[src/rtl/tpuPkg.sv]
package tpuPkg;

    // ======================================================================
    // Array geometry and limits
    // ======================================================================
    localparam int ArraySize   = 4;                      // Rows and columns of the grid
    localparam int ResultCount = ArraySize * ArraySize;  // One word per row/column pair
    localparam int ResultMax   = 127;                    // Clamp after ReLU

    // Phase lengths in cycles
    localparam int PreloadCycles = ArraySize;            // One weight row per shift
    localparam int StreamCycles  = 2 * ArraySize - 1;    // Skewed diagonal needs 2N-1 steps
    localparam int DrainCycles   = ArraySize;            // Let the last sums leave the grid

    // ======================================================================
    // Data widths
    // ======================================================================
    typedef logic signed [7:0]  weightT;   // Full 8 bit signed weight
    typedef logic        [6:0]  actT;      // Unsigned activation
    typedef logic signed [16:0] psumT;     // 15 bit product plus 2 bits of growth
    typedef logic        [6:0]  resultT;   // ReLU output, saturated
    typedef logic        [5:0]  wbAdrT;    // Word address on the bus
    typedef logic        [7:0]  wbDatT;    // Bus data
    typedef logic        [3:0]  idxT;      // Flat index into a 4x4 matrix
    typedef logic        [3:0]  cntT;      // Cycle count inside one phase

    // Address map
    localparam wbAdrT WeightBase = 6'h00;  // k*4 + c
    localparam wbAdrT ActBase    = 6'h10;  // r*4 + k
    localparam wbAdrT CtrlAddr   = 6'h20;  // Write starts, read gives status
    localparam wbAdrT ResultBase = 6'h30;  // r*4 + c

    // Run FSM
    typedef enum logic [1:0] {
        Idle,
        PreloadWeights,
        Stream,
        Drain
    } runStateT;

    // ======================================================================
    // Bundles between blocks
    // ======================================================================
    typedef struct packed {
        logic  isWeight;  // 1 = weight store, 0 = activation store
        idxT   index;
        wbDatT data;
    } operandWrT;

    typedef struct packed {
        weightT [ArraySize-1:0] weightRow;  // Enters the top of each column
        actT    [ArraySize-1:0] actColumn;  // Enters the left of each row
        logic                   loadWeights;
    } arrayFeedT;

    // Status word as seen on the bus, busy in bit0
    typedef struct packed {
        logic done;
        logic busy;
    } statusT;

endpackage

[src/rtl/busPort.sv]
module busPort
    import tpuPkg::*;
(
    input  logic      clk,
    input  logic      rst,
    input  logic      wbCyc,
    input  logic      wbStb,
    input  logic      wbWe,
    input  wbAdrT     wbAdr,
    input  wbDatT     wbDatW,
    output wbDatT     wbDatR,
    output logic      wbAck,
    input  logic      busy,
    input  statusT    status,
    input  resultT    resultRdData,
    output operandWrT operandWr,
    output logic      operandWrEn,
    output logic      start,
    output idxT       resultRdIdx
);

    logic inWeights, inActs, inCtrl, inResults;  // Region decode
    logic wrCycle;                               // Write in its ack cycle

    // Regions are 16 words each, picked by the upper two address bits
    assign inWeights = (wbAdr[5:4] == WeightBase[5:4]);
    assign inActs    = (wbAdr[5:4] == ActBase[5:4]);
    assign inResults = (wbAdr[5:4] == ResultBase[5:4]);
    assign inCtrl    = (wbAdr == CtrlAddr);  // Only the one word is mapped

    // Single cycle ack, one cycle after the strobe is seen
    always_ff @(posedge clk or posedge rst) begin
        if (rst) begin
            wbAck <= 1'b0;
        end else begin
            wbAck <= wbCyc && wbStb && !wbAck;  // Master drops stb after ack
        end
    end

    assign wrCycle = wbAck && wbWe;

    // Side effects land in the ack cycle, dropped while a run is active
    assign operandWr.isWeight = inWeights;
    assign operandWr.index    = wbAdr[3:0];
    assign operandWr.data     = wbDatW;
    assign operandWrEn        = wrCycle && (inWeights || inActs) && !busy;
    assign start              = wrCycle && inCtrl && !busy;  // Restart while busy ignored

    assign resultRdIdx = wbAdr[3:0];

    // Read mux, operand stores are write only
    always_comb begin
        wbDatR = '0;
        if (inCtrl) begin
            wbDatR = wbDatT'(status);
        end else if (inResults) begin
            wbDatR = wbDatT'(resultRdData);  // Zero extend 7 bit result
        end
    end

endmodule

[src/rtl/macCell.sv]
module macCell
    import tpuPkg::*;
(
    input  logic   clk,
    input  logic   rst,
    input  weightT weightIn,
    input  logic   loadWeight,
    input  actT    actIn,
    input  psumT   psumIn,
    output weightT weightOut,
    output actT    actOut,
    output psumT   psumOut
);

    psumT product;

    // Activation is unsigned, zero extend before the signed multiply
    assign product = psumT'(weightOut) * psumT'({1'b0, actIn});

    always_ff @(posedge clk or posedge rst) begin
        if (rst) begin
            weightOut <= '0;
            actOut    <= '0;
            psumOut   <= '0;
        end else begin
            if (loadWeight) begin
                weightOut <= weightIn;     // Shift down during preload
            end
            actOut  <= actIn;              // One hop right
            psumOut <= psumIn + product;   // One hop down
        end
    end

endmodule

[src/rtl/operandStore.sv]
module operandStore
    import tpuPkg::*;
(
    input  logic      clk,
    input  logic      rst,
    input  operandWrT operandWr,
    input  logic      operandWrEn,
    input  runStateT  phase,
    input  cntT       count,
    output arrayFeedT feed
);

    weightT    weights [ResultCount];  // Index k*4 + c
    actT       acts    [ResultCount];  // Index r*4 + k
    arrayFeedT feedNext;

    // ======================================================================
    // Register files, written from the bus
    // ======================================================================
    always_ff @(posedge clk or posedge rst) begin
        if (rst) begin
            for (int i = 0; i < ResultCount; i++) begin
                weights[i] <= '0;
                acts[i]    <= '0;
            end
        end else if (operandWrEn) begin
            if (operandWr.isWeight) begin
                weights[operandWr.index] <= weightT'(operandWr.data);
            end else begin
                acts[operandWr.index] <= actT'(operandWr.data);  // Top bit dropped
            end
        end
    end

    // ======================================================================
    // Feed toward the array
    // ======================================================================
    always_comb begin
        int wRow;  // Weight row pushed this step
        int aRow;  // Activation row seen by one array row
        feedNext = '0;
        wRow     = 0;
        aRow     = 0;
        case (phase)
            PreloadWeights: begin
                // Bottom row first, it shifts furthest down
                feedNext.loadWeights = 1'b1;
                wRow = ArraySize - 1 - int'(count);
                for (int c = 0; c < ArraySize; c++) begin
                    feedNext.weightRow[c] = weights[wRow * ArraySize + c];
                end
            end
            Stream: begin
                // Row k lags row k-1 by one cycle
                for (int k = 0; k < ArraySize; k++) begin
                    aRow = int'(count) - k;
                    if (aRow >= 0 && aRow < ArraySize) begin
                        feedNext.actColumn[k] = acts[aRow * ArraySize + k];
                    end
                end
            end
            default: ;  // Zeros keep the grid quiet
        endcase
    end

    always_ff @(posedge clk or posedge rst) begin
        if (rst) begin
            feed <= '0;
        end else begin
            feed <= feedNext;  // One cycle after phase/count
        end
    end

endmodule

[src/rtl/resultBuffer.sv]
module resultBuffer
    import tpuPkg::*;
(
    input  logic                 clk,
    input  logic                 rst,
    input  logic                 captureEn,
    input  logic                 clearResults,
    input  cntT                  count,
    input  psumT [ArraySize-1:0] colSums,
    input  idxT                  resultRdIdx,
    output resultT               resultRdData
);

    resultT results [ResultCount];  // Unified buffer, index r*4 + c
    logic   inDrain;                // Count restarted after the stream phase
    cntT    stepNow;                // Steps since stream start
    cntT    stepQ;                  // Capture step, one cycle old
    logic   capQ;

    // ReLU, then clamp to the 7 bit range
    function automatic resultT reluSat(input psumT v);
        if (v < 0) begin
            return '0;
        end else if (v > psumT'(ResultMax)) begin
            return resultT'(ResultMax);
        end
        return resultT'(v);
    endfunction

    assign stepNow = inDrain ? cntT'(StreamCycles) + count : count;

    // ======================================================================
    // Step tracking across stream and drain
    // ======================================================================
    always_ff @(posedge clk or posedge rst) begin
        if (rst) begin
            inDrain <= 1'b0;
            stepQ   <= '0;
            capQ    <= 1'b0;
        end else begin
            stepQ <= stepNow;
            capQ  <= captureEn;  // Last column sum leaves after drain ends
            if (!captureEn) begin
                inDrain <= 1'b0;
            end else if (count == cntT'(StreamCycles - 1)) begin
                inDrain <= 1'b1;
            end
        end
    end

    // Column c holds row r at captured step r + c + ArraySize
    always_ff @(posedge clk or posedge rst) begin
        int r;
        if (rst) begin
            for (int i = 0; i < ResultCount; i++) results[i] <= '0;
        end else if (clearResults) begin
            for (int i = 0; i < ResultCount; i++) results[i] <= '0;
        end else if (capQ) begin
            for (int c = 0; c < ArraySize; c++) begin
                r = int'(stepQ) - c - ArraySize;
                if (r >= 0 && r < ArraySize) begin
                    results[r * ArraySize + c] <= reluSat(colSums[c]);
                end
            end
        end
    end

    assign resultRdData = results[resultRdIdx];  // Read port for the bus

endmodule

[src/rtl/sequenceControl.sv]
module sequenceControl
    import tpuPkg::*;
(
    input  logic     clk,
    input  logic     rst,
    input  logic     start,
    input  logic     phaseLast,
    output runStateT phase,
    output logic     captureEn,
    output logic     clearResults,
    output logic     busy,
    output statusT   status
);

    runStateT state, stateNext;
    logic     done;  // Sticky until the next start

    // ======================================================================
    // Run FSM
    // ======================================================================
    always_comb begin
        stateNext = state;
        case (state)
            Idle:           if (start)     stateNext = PreloadWeights;
            PreloadWeights: if (phaseLast) stateNext = Stream;
            Stream:         if (phaseLast) stateNext = Drain;
            Drain:          if (phaseLast) stateNext = Idle;
            default:                       stateNext = Idle;
        endcase
    end

    always_ff @(posedge clk or posedge rst) begin
        if (rst) begin
            state <= Idle;
            done  <= 1'b0;
        end else begin
            state <= stateNext;
            if (state == Idle && start) begin
                done <= 1'b0;  // New job, old result no longer current
            end else if (state == Drain && phaseLast) begin
                done <= 1'b1;
            end
        end
    end

    assign phase        = state;
    assign busy         = (state != Idle);
    assign clearResults = (state == Idle) && start;             // Wipe old results at launch
    assign captureEn    = (state == Stream) || (state == Drain);  // Column outputs may be live

    assign status.done = done;
    assign status.busy = busy;

endmodule

[src/rtl/stepCounter.sv]
module stepCounter
    import tpuPkg::*;
(
    input  logic     clk,
    input  logic     rst,
    input  runStateT phase,
    output cntT      count,
    output logic     phaseLast
);

    // Final count of the current phase
    always_comb begin
        case (phase)
            PreloadWeights: phaseLast = (count == cntT'(PreloadCycles - 1));
            Stream:         phaseLast = (count == cntT'(StreamCycles - 1));
            Drain:          phaseLast = (count == cntT'(DrainCycles - 1));
            default:        phaseLast = 1'b0;  // Idle has no end
        endcase
    end

    // Phase moves on exactly at phaseLast, so wrap there
    always_ff @(posedge clk or posedge rst) begin
        if (rst) begin
            count <= '0;
        end else if (phase == Idle || phaseLast) begin
            count <= '0;
        end else begin
            count <= count + 1'b1;
        end
    end

endmodule

[src/rtl/systolicArray.sv]
module systolicArray
    import tpuPkg::*;
(
    input  logic                 clk,
    input  logic                 rst,
    input  arrayFeedT            feed,
    output psumT [ArraySize-1:0] colSums
);

    // Edge nets carry one extra row or column for the grid borders
    weightT weightNet [ArraySize+1][ArraySize];
    actT    actNet    [ArraySize][ArraySize+1];
    psumT   psumNet   [ArraySize+1][ArraySize];

    // ======================================================================
    // Grid of cells, weights and sums go down, activations go right
    // ======================================================================
    for (genvar k = 0; k < ArraySize; k++) begin : gRow
        assign actNet[k][0] = feed.actColumn[k];  // Left edge
        for (genvar c = 0; c < ArraySize; c++) begin : gCol
            macCell i_macCell (
                .clk(clk), .rst(rst),
                .weightIn(weightNet[k][c]), .loadWeight(feed.loadWeights),
                .actIn(actNet[k][c]), .psumIn(psumNet[k][c]),
                .weightOut(weightNet[k+1][c]), .actOut(actNet[k][c+1]),
                .psumOut(psumNet[k+1][c])
            );
        end
    end

    for (genvar c = 0; c < ArraySize; c++) begin : gEdge
        assign weightNet[0][c] = feed.weightRow[c];  // Top edge
        assign psumNet[0][c]   = '0;                 // Columns start from zero
        assign colSums[c]      = psumNet[ArraySize][c];
    end

endmodule

[src/rtl/tpuTop.sv]
module tpuTop
    import tpuPkg::*;
(
    input  logic  clk,
    input  logic  rst,
    // Wishbone classic slave
    input  logic  wbCyc,
    input  logic  wbStb,
    input  logic  wbWe,
    input  wbAdrT wbAdr,
    input  wbDatT wbDatW,
    output wbDatT wbDatR,
    output logic  wbAck
);

    // ======================================================================
    // Interconnect
    // ======================================================================
    operandWrT operandWr;     // Bus to operand store
    logic      operandWrEn;
    logic      start;         // Run request, ack cycle only
    idxT       resultRdIdx;
    resultT    resultRdData;
    statusT    status;
    logic      busy;
    runStateT  phase;
    logic      captureEn;
    logic      clearResults;
    cntT       count;
    logic      phaseLast;
    arrayFeedT feed;
    psumT [ArraySize-1:0] colSums;  // Bottom edge of the grid

    busPort i_busPort (
        .clk(clk), .rst(rst),
        .wbCyc(wbCyc), .wbStb(wbStb), .wbWe(wbWe), .wbAdr(wbAdr), .wbDatW(wbDatW),
        .wbDatR(wbDatR), .wbAck(wbAck),
        .busy(busy), .status(status), .resultRdData(resultRdData),
        .operandWr(operandWr), .operandWrEn(operandWrEn),
        .start(start), .resultRdIdx(resultRdIdx)
    );

    sequenceControl i_sequenceControl (
        .clk(clk), .rst(rst), .start(start), .phaseLast(phaseLast),
        .phase(phase), .captureEn(captureEn), .clearResults(clearResults),
        .busy(busy), .status(status)
    );

    stepCounter i_stepCounter (
        .clk(clk), .rst(rst), .phase(phase), .count(count), .phaseLast(phaseLast)
    );

    operandStore i_operandStore (
        .clk(clk), .rst(rst), .operandWr(operandWr), .operandWrEn(operandWrEn),
        .phase(phase), .count(count), .feed(feed)
    );

    systolicArray i_systolicArray (
        .clk(clk), .rst(rst), .feed(feed), .colSums(colSums)
    );

    resultBuffer i_resultBuffer (
        .clk(clk), .rst(rst), .captureEn(captureEn), .clearResults(clearResults),
        .count(count), .colSums(colSums),
        .resultRdIdx(resultRdIdx), .resultRdData(resultRdData)
    );

endmodule
[config.mk]
export PLATFORM = sky130hd
export DESIGN_NAME = tpuTop
export DESIGN_NICKNAME = d
export VERILOG_FILES = /design/src/rtl/tpuPkg.sv /design/src/rtl/busPort.sv /design/src/rtl/macCell.sv /design/src/rtl/operandStore.sv /design/src/rtl/resultBuffer.sv /design/src/rtl/sequenceControl.sv /design/src/rtl/stepCounter.sv /design/src/rtl/systolicArray.sv /design/src/rtl/tpuTop.sv
export SDC_FILE = /design/constraint.sdc
export NUM_CORES = 2
export LEC_CHECK = 0
export ABC_AREA = 1
export BUFFER_PORTS_ARGS = -buffer_cell sky130_fd_sc_hd__buf_2
export CORE_UTILIZATION = 40
export DETAILED_ROUTE_END_ITERATION = 16
export PLACE_DENSITY_LB_ADDON = 0.25
export SYNTH_ARGS = -nofsm -noshare
export SYNTH_HDL_FRONTEND = slang
export SYNTH_SLANG_ARGS = --single-unit
[constraint.sdc]
create_clock -name clk -period 59.7 [get_ports clk]
set_clock_uncertainty 0.2 [all_clocks]
set_input_delay 5.97 -clock clk [delete_from_list [all_inputs] [get_ports clk]]
set_output_delay 5.97 -clock clk [all_outputs]
set_load 0.02 [all_outputs]
==> flow_summary_export.csv <==
group,metric,value,unit
outcome,status,"finished, final reports clean",
worst_hold_path,hp-start,"i_busPort.wbAck$_DFF_PP0_",
synth,async_flop_share,100.0,%
synth,syn_inst,10420,
cts,clkTransAtPathRegs,0.06,ns
placed_design,detailed_place_hpwl,163000,um
job,maxCapViolCount,0,
floorplan,initial_core_util,40.22,%
synth,ys_top_cells_by_area,"dfrtp_1 28%, fa_1 18%, ha_1 12%, inv_1 11%, nand2_1 11%",
final_layout,layout-drive-gt1-share,3.083,%
placed_design,globalplace.congestion,0.9025,
sta,finalSetupViolCount,0,
cts,clock_path_buffers,3,
grt,antenna_found_initial,5,
floorplan,ioPinCount,28,
synth,synth_top_area_share,27.59,%
grt,grt_pass1_wl,338700,um
synth,syn_nets,11950,
cts,clock_latency,0.77,ns
synth,ys.flop_type,"dfrtp_1",
final_layout,nets,11720,
critical_path,cp_max_fo,28,
sta,max_freq,69.69,MHz
cts,cts-resized-gates,0,
critical_path,r2r_slack,53.51,ns
floorplan,die_y,455.5,um
floorplan,dieArea,0.2075,mm^2
sta,slew_viol_final,0,
detailed_routing,first_pass_iters,6,
cts,cts_tree,"done",
sta,final-hold-violation-count,0,
sta,rsz0062_at_grt,"no",
grt,grt_max_degree,168,
sta,timing.hold.ws,0.2539,ns
floorplan,rows,166,
cts,cts.sinks,907,
worst_hold_path,hold_depth,1,
synth,yosys.area.top_type,"dfrtp_1",
grt,grt_overflow,0,
sta,worstMarginPinSlew,1.031,ns
sta,slew_headroom,31.27,%
placed_design,dp_slack,45.28,ns
critical_path,timing_worst_setup_path_type,"in -> out",
critical_path,worst_ep_arrival_time,8.18,ns
synth,ys_seq_area_share,27.59,%
sta,finalCriticalPeriod,14.35,ns
detailed_routing,vias,62810,
cts,cts_setup_buffers,0,
critical_path,start_kind,"primary input",
critical_path,worstRegToRegCells,22,
detailed_routing,drc,0,
sta,finalCritPeriodShare,24.04,%
cts,cts_max_level,3,
detailed_routing,wl_per_cell,15.86,um
synth,yosysMostFrequentCell,"inv_1",
final_layout,syn2layout_area_growth,7.254,%
detailed_routing,drtAntennaViolNets,0,
synth,synth_enable_flop_cells,0,
cts,cts_made_buffers,104,
synth,ys_warn_count,0,
floorplan,die_x,455.5,um
detailed_routing,via_per_inst,4.842,
cts,cts-root-buf,"clkbuf_16",
detailed_routing,drtIter0Drc,4001,
sta,setup_ws,45.35,ns
sta,finalSetupTns,0,ns
worst_hold_path,hp-class,"reg -> reg",
pwr,ir_worst_vdd,30.85,uV
critical_path,end_kind,"output pin",
synth,avgSynthCellArea,7.895,um^2
floorplan,core_area,0.2046,mm^2
worst_hold_path,min_to,"i_busPort.wbAck$_DFF_PP0_",
placed_design,port_buffers,26,
pwr,power.density,31.90,mW/mm^2
synth,ys_top_cells_by_count,"2434 x inv_1, 2350 x nand2_1, 907 x dfrtp_1",
synth,netlist_area,0.08228,mm^2
synth,yosysUniqueCellTypes,53,
pwr,p_leak,53.14,nW
critical_path,worstPathRequired,53.53,ns
cts,ctsHoldBuffers,0,
grt,grt_pass1_vias,63040,
detailed_routing,wl,205700,um
grt,grt_usage,20.18,%
synth,ys_ff_latch,907,
-- worst max path at each step --
stage / startpoint / end / slack (ns) / depth (start not counted)
5_1_grt: wbAdr[0] / wbDatR[5] / 45.26 / 9
6_report: wbAdr[1] / wbDatR[5] / 45.35 / 9
2_1_floorplan: rst / i_busPort.wbAck$_DFF_PP0_ / 28.03 / 1
3_3_place_gp: wbAdr[1] / wbDatR[5] / 45.31 / 9
4_1_cts: wbAdr[1] / wbDatR[5] / 45.28 / 9
3_5_place_dp: wbAdr[0] / wbDatR[5] / 45.28 / 9
-- per-stage QoR --
step           utilization [%]  std cells  area [um^2]  total power [mW]
3_5_place_dp             41.30      12780        84500             2.133
3_3_place_gp             41.30      12780        84500             2.115
4_1_cts                  43.13      12970        88240             2.845
6_report                 43.14      12970        88250             2.815
2_1_floorplan                -      10420        82280             1.761
5_1_grt                  43.13      12970        88240             3.048
-- power by group --
group	switching [mW]	leakage (nW)	total [mW]	internal, mW
registers	0.245	12.3	0.992	0.746
logic	0.734	39.0	1.13	0.396
clock network	0.288	1.79	0.693	0.406
total	1.27	53.1	2.82	1.55
-- cells in the final DEF (no fill, tap or decap), types with 228 or more instances in the layout --
cell type / synthesis / routed
a21oi_1: 504 / 504
dfrtp_1: 907 / 904
fa_1: 748 / 748
ha_1: 763 / 763
inv_1: 2434 / 2432
nand2_1: 2350 / 2350
nand3_1: 377 / 377
nor2_1: 587 / 585
o21ai_0: 602 / 602
xor2_1: 228 / 228
-- cell type report --
class	instances	area [um^2]
fill	20430	116300
multi-input combinational	6682	48880
sequential	907	22710
inverter	2442	9174
tap	2688	3363
clock buffer	136	2883
clock inverter	59	860.8
timing repair buffer	57	375.4
antenna	3	7.507
-- per-layer routing --
metal / vias up / global-route usage [%] / part of all wire (%)
met2: 1073 / 33.11 / 46
li1: 30990 / - / -
met5: - / 0 / 0.0063
met1: 30550 / 28.78 / 48
met3: 199 / 1.866 / 4.0
met4: 2 / 4.595 / 1.9
-- registers in the layout, indices dropped and copies added (netlist names), 2 cells and up --
name and flops:
i_systolicArray.gRow.gCol.i_macCell.psumOut 268, i_operandStore.weights 128, i_systolicArray.gRow.gCol.i_macCell.weightOut 128, i_operandStore.acts 112
i_resultBuffer.results 112, i_systolicArray.gRow.gCol.i_macCell.actOut 84, i_operandStore.feed 61, i_resultBuffer.stepQ 4
i_stepCounter.count 4, i_sequenceControl.phase 2
-- logic make-up after synthesis --
| kind of cell | share of synthesized area (%) |
|---|---|
| flops | 27.59 |
| buf+inv | 13.02 |
| xor+xnor | 3.818 |
| simple gates | 17.04 |
| other cells | 0.004558 |
| compound gates | 8.730 |
| fa+ha+maj | 29.80 |
-- worst max-delay path: stages --
cell and delay (ns):
buf_2 0.13, nand2_1 0.19, inv_2 0.47, a22oi_1 0.19, a21oi_1 0.16, or2_2 0.14, nor2_1 0.03, nor2_1 0.59
buf_2 0.29
Note: power is estimated with default switching activity, not from simulation.
